[src/rtl/slot_config.svh]
// ==============================
// Slot store configuration
// Sizes of the heap, the full threshold and the record fields
// ==============================

`ifndef SLOT_CONFIG_SVH
`define SLOT_CONFIG_SVH

// Number of heap slots, at least MIN_FREE_SLOTS plus 3
`define SLOT_COUNT 16

// Heap reports full at or below this many free slots
`define MIN_FREE_SLOTS 1

// Record field widths
`define PAYLOAD_BITS 32
`define SEQ_BITS 8

`endif

[src/rtl/slot_pkg.sv]
// ==============================
// Slot store types
// Slot index and stored record shared by producer, heap and consumer
// ==============================

`include "slot_config.svh"

package slot_pkg;

    // Index of one heap slot
    typedef logic [$clog2(`SLOT_COUNT)-1:0] slot_idx_t;

    // One stored word, sequence stamp above the payload
    typedef struct packed {
        logic [`SEQ_BITS-1:0]     seq;
        logic [`PAYLOAD_BITS-1:0] payload;
    } record_t;

endpackage

[src/rtl/entry_ram.sv]
// ==============================
// Entry RAM
// Simple dual-port memory, one write and one read port,
// read data registered, word type set by a type parameter
// ==============================

`timescale 1ns/10ps

module entry_ram
#(
    parameter int DEPTH = 16,
    parameter type entry_t = logic
)
(
    input  logic                clk,

    // Write port
    input  logic                wen,
    input  slot_pkg::slot_idx_t waddr,
    input  entry_t              wdata,

    // Read port, data one cycle after the address
    input  slot_pkg::slot_idx_t raddr,
    output entry_t              rdata
);

    // Storage, no reset
    entry_t mem [DEPTH];

    always_ff @(posedge clk)
    begin
        if (wen)
        begin
            mem[waddr] <= wdata;
        end

        // Old contents returned on a same-address write
        rdata <= mem[raddr];
    end

endmodule

[src/rtl/record_drain.sv]
// ==============================
// Record drain
// Keeps allocated slots in arrival order, reads the oldest
// on a drain strobe and hands the slot back to the heap
// ==============================

`timescale 1ns/10ps

`include "slot_config.svh"

module record_drain
(
    input  logic                clk,
    input  logic                reset,

    // Slot index from the producer side
    input  logic                push,
    input  slot_pkg::slot_idx_t push_idx,

    // Drain request
    input  logic                drain,

    // Heap read
    output slot_pkg::slot_idx_t read_idx,
    input  slot_pkg::record_t   read_rec,

    // Heap release, same cycle as the read
    output logic                release_en,
    output slot_pkg::slot_idx_t release_idx,

    // Output side
    output logic                out_valid,
    output slot_pkg::record_t   out_rec
);

    localparam int DEPTH = `SLOT_COUNT;

    // ==============================
    // Index FIFO
    // ==============================

    slot_pkg::slot_idx_t        fifo_mem [DEPTH];
    slot_pkg::slot_idx_t        wr_ptr;
    slot_pkg::slot_idx_t        rd_ptr;
    logic [$clog2(DEPTH+1)-1:0] fifo_count;
    logic                       pop;

    // Drain on an empty FIFO is ignored
    assign pop = drain && (fifo_count != '0);

    // Oldest slot read straight from the FIFO head
    assign read_idx    = fifo_mem[rd_ptr];
    assign release_en  = pop;
    assign release_idx = read_idx;

    // Heap read data arrives with out_valid
    assign out_rec = read_rec;

    always_ff @(posedge clk)
    begin
        if (push)
            fifo_mem[wr_ptr] <= push_idx;
    end

    always_ff @(posedge clk)
    begin
        if (reset)
        begin
            wr_ptr     <= '0;
            rd_ptr     <= '0;
            fifo_count <= '0;
            out_valid  <= 1'b0;
        end
        else
        begin
            // One cycle read latency of the heap
            out_valid <= pop;

            if (push)
                wr_ptr <= (wr_ptr == slot_pkg::slot_idx_t'(DEPTH - 1)) ? '0 : wr_ptr + 1'b1;
            if (pop)
                rd_ptr <= (rd_ptr == slot_pkg::slot_idx_t'(DEPTH - 1)) ? '0 : rd_ptr + 1'b1;

            // Push and pop together keep the count
            case ({push, pop})
                2'b10:   fifo_count <= fifo_count + 1'b1;
                2'b01:   fifo_count <= fifo_count - 1'b1;
                default: fifo_count <= fifo_count;
            endcase
        end
    end

endmodule

[src/rtl/record_stamper.sv]
// ==============================
// Record stamper
// Accepts input strobes, stamps a running sequence number
// and issues the heap allocation and the index push
// ==============================

`timescale 1ns/10ps

`include "slot_config.svh"

module record_stamper
(
    input  logic                     clk,
    input  logic                     reset,

    // Input side
    input  logic                     in_valid,
    input  logic [`PAYLOAD_BITS-1:0] in_payload,

    // To heap
    output logic                     alloc,
    output slot_pkg::record_t        alloc_rec,

    // To consumer
    output logic                     push,

    // Heap not-full level
    input  logic                     ready
);

    // Running stamp, wraps naturally
    logic [`SEQ_BITS-1:0] seq_cnt;

    // Strobes while not ready are dropped
    assign alloc = in_valid && ready;

    // Index push goes with the allocation
    assign push = alloc;

    assign alloc_rec.seq     = seq_cnt;
    assign alloc_rec.payload = in_payload;

    always_ff @(posedge clk)
    begin
        if (reset)
            seq_cnt <= '0;
        else if (alloc)
            seq_cnt <= seq_cnt + 1'b1;
    end

endmodule

[src/rtl/slot_heap.sv]
// ==============================
// Slot heap
// Record storage with a two-head round-robin free list,
// initialization sweep after reset and a registered not-full level
// ==============================

`timescale 1ns/10ps

`include "slot_config.svh"

module slot_heap
(
    input  logic                clk,
    input  logic                reset,

    // Allocation, slot index answered in the same cycle
    input  logic                alloc,
    input  slot_pkg::record_t   alloc_rec,
    output slot_pkg::slot_idx_t alloc_idx,
    output logic                not_full,

    // Read, record returned one cycle later
    input  slot_pkg::slot_idx_t read_idx,
    output slot_pkg::record_t   read_rec,

    // Slot return
    input  logic                release_en,
    input  slot_pkg::slot_idx_t release_idx
);

    // ==============================
    // Record storage
    // ==============================

    // Written in the allocation cycle
    entry_ram
    #(
        .DEPTH   (`SLOT_COUNT),
        .entry_t (slot_pkg::record_t)
    )
    data_ram
    (
        .clk   (clk),
        .wen   (alloc),
        .waddr (alloc_idx),
        .wdata (alloc_rec),
        .raddr (read_idx),
        .rdata (read_rec)
    );

    // ==============================
    // Free list
    // ==============================

    // Two list heads hide the two-cycle next-pointer lookup
    slot_pkg::slot_idx_t [1:0] free_head;
    slot_pkg::slot_idx_t [1:0] free_head_reg;
    slot_pkg::slot_idx_t [1:0] free_tail;
    logic                      head_sel;
    logic                      tail_sel;

    // Next-pointer memory signals
    logic                      free_wen;
    slot_pkg::slot_idx_t       free_wdata;
    slot_pkg::slot_idx_t       free_next;
    slot_pkg::slot_idx_t       free_next_q;

    // Pop tracking
    logic                      alloc_q;
    logic                      alloc_qq;
    logic                      head_sel_q;
    logic                      head_sel_qq;

    // Delayed release
    logic                      release_q;
    slot_pkg::slot_idx_t       release_idx_q;

    // Sweep and free count
    logic                      init_done;
    slot_pkg::slot_idx_t       init_idx;
    slot_pkg::slot_idx_t       num_free;

    // Slot taken this cycle
    assign alloc_idx = free_head[head_sel];

    entry_ram
    #(
        .DEPTH   (`SLOT_COUNT),
        .entry_t (slot_pkg::slot_idx_t)
    )
    free_ram
    (
        .clk   (clk),
        .wen   (free_wen),
        .waddr (free_tail[tail_sel]),
        .wdata (free_wdata),
        .raddr (alloc_idx),
        .rdata (free_next)
    );

    // Head of a popped list is replaced two cycles after the pop
    always_comb
    begin
        for (int i = 0; i < 2; i++)
        begin
            if (alloc_qq && (head_sel_qq == 1'(i)))
                free_head[i] = free_next_q;
            else
                free_head[i] = free_head_reg[i];
        end
    end

    always_ff @(posedge clk)
    begin
        if (reset)
        begin
            alloc_q          <= 1'b0;
            alloc_qq         <= 1'b0;
            head_sel         <= 1'b0;
            head_sel_q       <= 1'b0;
            head_sel_qq      <= 1'b0;
            // Slots 0 and 1 start as the list heads
            free_head_reg[0] <= slot_pkg::slot_idx_t'(0);
            free_head_reg[1] <= slot_pkg::slot_idx_t'(1);
        end
        else
        begin
            alloc_q       <= alloc;
            alloc_qq      <= alloc_q;
            head_sel_q    <= head_sel;
            head_sel_qq   <= head_sel_q;
            free_head_reg <= free_head;
            // Alternate lists on every pop
            if (alloc)
                head_sel <= ~head_sel;
        end
    end

    // Extra stage on the next-pointer read
    always_ff @(posedge clk)
    begin
        free_next_q <= free_next;
    end

    // Returned slot pushed one cycle late
    always_ff @(posedge clk)
    begin
        if (reset)
            release_q <= 1'b0;
        else
            release_q <= release_en;

        release_idx_q <= release_idx;
    end

    // Sweep writes slots 2 and up, then only released slots
    assign free_wen   = !init_done || release_q;
    assign free_wdata = init_done ? release_idx_q : init_idx;

    always_ff @(posedge clk)
    begin
        if (reset)
        begin
            free_tail[0] <= slot_pkg::slot_idx_t'(0);
            free_tail[1] <= slot_pkg::slot_idx_t'(1);
            tail_sel     <= 1'b0;
        end
        else if (free_wen)
        begin
            // Pushed slot becomes the new tail, next push on the other list
            free_tail[tail_sel] <= free_wdata;
            tail_sel            <= ~tail_sel;
        end
    end

    // ==============================
    // Sweep and free count
    // ==============================

    always_ff @(posedge clk)
    begin
        if (reset)
        begin
            init_idx  <= slot_pkg::slot_idx_t'(2);
            init_done <= 1'b0;
            num_free  <= '0;
            not_full  <= 1'b0;
        end
        else if (!init_done)
        begin
            init_idx <= init_idx + 1'b1;
            if (init_idx == slot_pkg::slot_idx_t'(`SLOT_COUNT - 1))
            begin
                init_done <= 1'b1;
                // Two slots always stay listed so neither head runs dry
                num_free  <= slot_pkg::slot_idx_t'(`SLOT_COUNT - 2);
                not_full  <= (`SLOT_COUNT - 2) > `MIN_FREE_SLOTS;
            end
        end
        else if (release_q && !alloc)
        begin
            num_free <= num_free + 1'b1;
            not_full <= (num_free + 1'b1) > slot_pkg::slot_idx_t'(`MIN_FREE_SLOTS);
            assert (num_free < slot_pkg::slot_idx_t'(`SLOT_COUNT - 2))
            else $error("slot_heap: slot released twice");
        end
        else if (alloc && !release_q)
        begin
            num_free <= num_free - 1'b1;
            not_full <= (num_free - 1'b1) > slot_pkg::slot_idx_t'(`MIN_FREE_SLOTS);
            assert (num_free != '0)
            else $error("slot_heap: allocation from an empty heap");
        end
        // Alloc and release together leave the count alone
    end

endmodule

[src/rtl/slot_store_top.sv]
// ==============================
// Slot store top level
// Producer, slot heap and consumer joined by wires
// ==============================

`timescale 1ns/10ps

`include "slot_config.svh"

module slot_store_top
(
    input  logic                     clk,
    input  logic                     reset,

    input  logic                     in_valid,
    input  logic [`PAYLOAD_BITS-1:0] in_payload,
    output logic                     in_ready,

    input  logic                     drain,
    output logic                     out_valid,
    output slot_pkg::record_t        out_rec
);

    // Producer to heap and consumer
    logic                alloc;
    slot_pkg::record_t   alloc_rec;
    slot_pkg::slot_idx_t alloc_idx;
    logic                push;

    // Consumer to heap
    slot_pkg::slot_idx_t read_idx;
    slot_pkg::record_t   read_rec;
    logic                release_en;
    slot_pkg::slot_idx_t release_idx;

    record_stamper stamper_inst
    (
        .clk        (clk),
        .reset      (reset),
        .in_valid   (in_valid),
        .in_payload (in_payload),
        .alloc      (alloc),
        .alloc_rec  (alloc_rec),
        .push       (push),
        .ready      (in_ready)
    );

    // Heap not-full level is the input ready
    slot_heap heap_inst
    (
        .clk         (clk),
        .reset       (reset),
        .alloc       (alloc),
        .alloc_rec   (alloc_rec),
        .alloc_idx   (alloc_idx),
        .not_full    (in_ready),
        .read_idx    (read_idx),
        .read_rec    (read_rec),
        .release_en  (release_en),
        .release_idx (release_idx)
    );

    // Allocated slot pushed in the allocation cycle
    record_drain drain_inst
    (
        .clk         (clk),
        .reset       (reset),
        .push        (push),
        .push_idx    (alloc_idx),
        .drain       (drain),
        .read_idx    (read_idx),
        .read_rec    (read_rec),
        .release_en  (release_en),
        .release_idx (release_idx),
        .out_valid   (out_valid),
        .out_rec     (out_rec)
    );

endmodule

[config.mk]
export PLATFORM = sky130hd
export DESIGN_NAME = slot_store_top
export DESIGN_NICKNAME = d
export VERILOG_FILES = /design/src/rtl/slot_pkg.sv /design/src/rtl/entry_ram.sv /design/src/rtl/record_drain.sv /design/src/rtl/record_stamper.sv /design/src/rtl/slot_heap.sv /design/src/rtl/slot_store_top.sv
export VERILOG_INCLUDE_DIRS = /design/src /design/src/rtl
export SDC_FILE = /design/constraint.sdc
export NUM_CORES = 1
export LEC_CHECK = 0
export BUFFER_PORTS_ARGS = -buffer_cell sky130_fd_sc_hd__buf_2
export CORE_ASPECT_RATIO = 1.2
export CORE_MARGIN = 2
export CORE_UTILIZATION = 30
export DETAILED_ROUTE_END_ITERATION = 7
export GPL_ROUTABILITY_DRIVEN = 0
export GPL_TIMING_DRIVEN = 1
export SETUP_SLACK_MARGIN = 0.3
export SYNTH_ARGS = -nofsm -noshare
export SYNTH_HDL_FRONTEND = slang
export SYNTH_SLANG_ARGS = --single-unit
[constraint.sdc]
create_clock -name clk -period 7.4 [get_ports clk]
set_clock_uncertainty 0.05 [all_clocks]
set_input_delay 1.48 -clock clk [delete_from_list [all_inputs] [get_ports clk]]
set_output_delay 1.48 -clock clk [all_outputs]
set_load 0.02 [all_outputs]
### Word-level counts from Yosys, hierarchy flattened

Memories as Yosys holds them, arrays and structs flattened. A register that Yosys moved wholly into a read port is not among the register bits.
Index checks and enable logic that the tools add are counted.

* bits in registers: 62
* bits in latches: 0
* memory bits (writable): 768
* memory bits (read-only): 0
* input bits: 36
* output and inout port bits: 42
* logic and storage cells: 90
* memories: 3

* add/sub/neg operators: 8
* multiply operators: 0
* div/mod/pow operators: 0
* order comparisons: 5
* equal/unequal tests: 6
* shift operators: 0
* mux-type cells: 29
* bitwise gates (word level): 3
* reduce and logical (&&, ||, !) cells: 15

Memories
* heap_inst.data_ram.mem: depth 16, width 40, rd ports 1, clocked after Yosys merged registers in 1, wr ports 1, RTL line entry_ram.sv:28 `entry_t mem [DEPTH];`
* drain_inst.fifo_mem: depth 16, width 4, rd ports 1, clocked after Yosys merged registers in 1, wr ports 1, RTL line record_drain.sv:42 `slot_pkg::slot_idx_t fifo_mem [DEPTH];`
* heap_inst.free_ram.mem: depth 16, width 4, rd ports 1, clocked after Yosys merged registers in 1, wr ports 1, RTL line entry_ram.sv:28

Operators with widths (number)
* $mux 4: 16
* $add 4x1->4 const B: 4
* $eq 4x4->1 const B: 3
* $mux 1: 10
* $pmux 5 s2: 1
* $add 8x1->8 const B: 1
* $bwmux 8: 1
* $gt 4x1->1 const B: 2
* $logic_and 1x1->1: 7
* $add 5x1->5 const B: 1
* $reduce_bool 5->1: 1
* $sub 5x1->5 const B: 1
* $demux 4 s1: 1
* $lt 1x2->1 const B: 2
* $reduce_bool 2->1: 2
* $sub 4x1->4 const B: 1
* $logic_not 1->1: 3
* $ne 3x3->1 const B: 1
* $not 1->1: 3
* $eq 2x1->1 const B: 1
* $eq 2x2->1 const B: 1
* $reduce_and 2->1: 1
* $ge 1x1->1 const B: 1
* $logic_or 1x1->1: 1

### Longest topological paths before layout

* word-level depth: 5
* mapped depth: 14
* mapped depth without buffers: 12

### Modules after synthesis

A second synthesis with hierarchy kept.

* cells, all modules: 1695
* area total of the unflattened synthesis: 33951.3 sq um

Modules (own cells, without submodules)
* entry_ram at heap_inst.data_ram: instances 1, cells an instance 1040, area each 25131.6 sq um, sequential area each 20019.2 sq um
* record_drain: instances 1, cells an instance 268, area each 3852.4 sq um, sequential area each 2282.2 sq um
* entry_ram at heap_inst.free_ram: instances 1, cells an instance 130, area each 2666.3 sq um, sequential area each 2001.9 sq um
* slot_heap: instances 1, cells an instance 183, area each 1702.9 sq um, sequential area each 820.8 sq um
* record_stamper: instances 1, cells an instance 74, area each 598.1 sq um, sequential area each 160.2 sq um

### Worst setup path before layout

OpenSTA, ideal clock, no wires.

* path kind: input to register
* from: in in_valid
* to: mem heap_inst.data_ram.mem[11][0] (netlist name), enable pin
* library setup time: 438 ps
* data arrival time: 4019 ps
* data required time: 6912 ps
* path slack: 2893 ps
* stages on the path: 5
* path buffers: 2
* path through: and2_1 -> clkbuf_1 -> buf_1 -> nand3_1 -> nor2_1

* longest elaborated chain between the ends: 3

Ends and longest elaborated chain
* start: declaration: RTL line slot_store_top.sv:15 `input logic in_valid,`
* $logic_and 1x1->1: RTL line record_stamper.sv:35 `assign alloc = in_valid && ready;`
* $mux 1: RTL line entry_ram.sv:32 `if (wen)`
* $mux 1 (not written as such): RTL line entry_ram.sv:34 `mem[waddr] <= wdata;`
* end: declaration: RTL line entry_ram.sv:28

Every way passes these cells.

==> summary.md <==
| Metric | Value |
|---|---|
| Largest Register | heap_inst.data_ram.mem |
| Most common cell after layout, fill and taps aside | edfxtp_1 |
| Slew @ Worst Pin | 1.270 ns |
| CTS Hold Buffers Added | 0 |
| Layout Nets | 2444 |
| Number of fill cells in the layout | 10853 |
| TritonCTS clock tree | built |
| Root Driver | clkbuf_16 |
| Top sig layer | met4 |
| Overall routing resource usage | 0.1391 |
| Core box area | 114200 um^2 |
| CTS H-tree lvls | 3 |
| Critical Path End Type | register |
| Clock buffer depth | 3 |
| Remaining DRCs | 0 |
| Largest net degree at the start of global routing | 241 |
| Critical path class | register to register |
| Avg Inst Size Synth | 14.47 um^2 |
| Die W | 313.2 um |
| Post-Syn Nets | 2432 |
| Period utilization | 0.6111 |
| Synthesized instance count | 2379 |
| Ys async rst share | 0 |
| RSZ-0062 raised after global routing | no |
| WL final | 83390 um |
| Maximum fanout along the worst path | 81 |
| WL per Instance | 20.94 um |
| Nature of the critical path startpoint | register |
| Share of cells above drive strength 1 | 0.1178 |
| Input/output buffers | 77 |
| Minimum clock period | 4.522 ns |
| TritonCTS buffer count | 85 |
| Final HPWL DP | 42260 um |
| Chip height | 375.0 um |
| Area post-placement | 36410 um^2 |
| First-pass GRT wire length | 124900 um |
| Routed wl met3 | 4014 um |
| Vias in the first global route | 19808 |
| Initial Utilization | 0.3014 |
| Sum Neg Setup Slack | 0 ns |
| Resized Gates After CTS | 0 |
| Num Clock Sinks | 878 |
| Final Hold Fails | 0 |
| Unique masters post-synth | 48 |
| Largest registers | heap_inst.data_ram.mem (640), drain_inst.fifo_mem (64), heap_inst.free_ram.mem (64) |
| HP Class | register to register |
| Insertion delay of the later-clocked pin in the worst-skew pair | 0.67 ns |
| Initial DRC count | 1482 |
| Final ANT Viol Nets | 0 |
| Worst rel slew slack | 0.1512 |
| Worst setup margin | 2.878 ns |
| Synth-to-layout area growth | 13.96% |
| Detail-routed via count per cell | 5.001 |
| Num rows | 136 |
| Pwr per Cell Area | 253.2 nW/um^2 |
| Gr ovfl total | 0 |
| Setup bufs post-CTS | 0 |
| DR WL met2 | 41670 um |
| Setup WS pre-CTS | 2.561 ns |
| Synthesized area | 34420 um^2 |
| Synth warn | 0 |
| Number of flip-flops in the largest register | 640 |
| Final setup viols | 0 |
| CP required | 7.85 ns |
| Post-synthesis register bit count | 878 |
| Leakage Power | 0.01303 uW |
| Peak supply drop | 0.1494 mV |
| Commonest non-fill, non-tap cells in the layout | edfxtp_1, a211oi_1, nand2_1 |
| Max Slew Vio Count | 0 |
| Status | finished, final reports clean |
| Worst-path clk slew | 0.06 ns |
| Initial antenna violation count | 3 |
| Top FF cell, synth | edfxtp_1 |
| Met1 WL | 35130 um |
| Seq/Total Area, Yosys | 0.7341 |
| Fmax | 221.1 MHz |
| DRT Pass-1 Iters | 5 |
| Via count | 19913 |
| Maxcap violations | 0 |
| I/O pins | 78 |
| Number of enable flip-flop cells after synthesis | 768 |
| WP data arrival | 4.97 ns |
| Post-route cell area | 39220 um^2 |
| Die footprint | 117500 um^2 |
cells in the mapped netlist, drive strengths merged, types with 12 or more instances:
library cell / number / area (um^2)
xor2: 16 / 140.1
a21boi: 40 / 300.3
o21ai: 12 / 63.81
a21oi: 185 / 925.9
nand2: 207 / 777.0
dfxtp: 110 / 2202
a211o: 43 / 376.6
inv: 20 / 75.07
edfxtp: 768 / 23060
nand2b: 15 / 93.84
nor2: 93 / 349.1
and3: 202 / 1264
buf: 43 / 224.0
a211oi: 225 / 1689
ha: 17 / 212.7
mux2i: 36 / 360.4
clkbuf: 143 / 536.8
o32ai: 42 / 367.9
mux4: 16 / 360.4
nor2b: 17 / 106.4
o31ai: 40 / 300.3
layer usage:
metal	up-vias	track usage
met5	-	0
met4	0	0.05218
met3	151	0.02439
met2	501	0.2394
met1	10005	0.1740
li1	9256	-
report_power, final:
group | leakage (uW) | switching, uW | total, uW | internal [uW]
sequential | 0.00777 | 17.8 | 5410 | 5390
clock | 0.00136 | 1870 | 4370 | 2510
combinational | 0.00391 | 108 | 145 | 37.8
final cells by class:
cell class	count	area (um^2)	area share
Sequential cell	878	25260	0.6441
Multi-Input combinational cell	1295	8486	0.2163
Antenna cell	3	7.507	0.0001914
Tap cell	1518	1899	0.04842
Clock inverter	50	529.3	0.01349
Clock buffer	107	2271	0.05790
Inverter	20	87.58	0.002233
Timing Repair Buffer	111	678.2	0.01729
final timing paths:
check / from / endpoint / cells after the start / slack (ns)
worst min-delay path: heap_inst.free_ram.rdata[1]$_DFF_P_ / heap_inst.free_next_q[1]$_DFF_P_ / 0 / 0.28
worst max register to register: register / heap_inst.data_ram.rdata[26]$_DFF_P_ / 9 / 2.88
worst min register to register: heap_inst.free_ram.rdata[1]$_DFF_P_ / heap_inst.free_next_q[1]$_DFF_P_ / 0 / 0.28
worst max-delay path: register / heap_inst.data_ram.rdata[26]$_DFF_P_ / 9 / 2.88
logic make-up after synthesis:
logic type,share of synthesized area
AOI/OAI and AO/OA,0.1238
xor gates and xnor gates,0.005089
adders and majority gates,0.006180
buffers and inverters,0.02428
DFF,0.7341
muxes,0.02356
and+or+nand+nor,0.08303
per-stage QoR:
stage	instances	power (uW)	util	hold WS, ns
floorplan	2379	5587	-	0.2596
global placement	3822	5663	0.3189	0.2644
detailed placement	3822	5667	0.3189	0.2621
CTS	3979	10030	0.3435	0.2789
global route	3981	10240	0.3435	0.2818
finish	3982	9933	0.3435	0.2784
worst max-delay path, cell delays in order, from the launching register on:
cell      delay (ns)
dfxtp_1         0.87
mux4_2          0.40
nor3b_1         0.17
a31oi_4         0.21
and2_4          0.76
inv_8           0.40
buf_4           0.50
a211oi_1        0.40
o32ai_1         0.16
a211o_1         0.33
(Power assumes the default switching activity.)
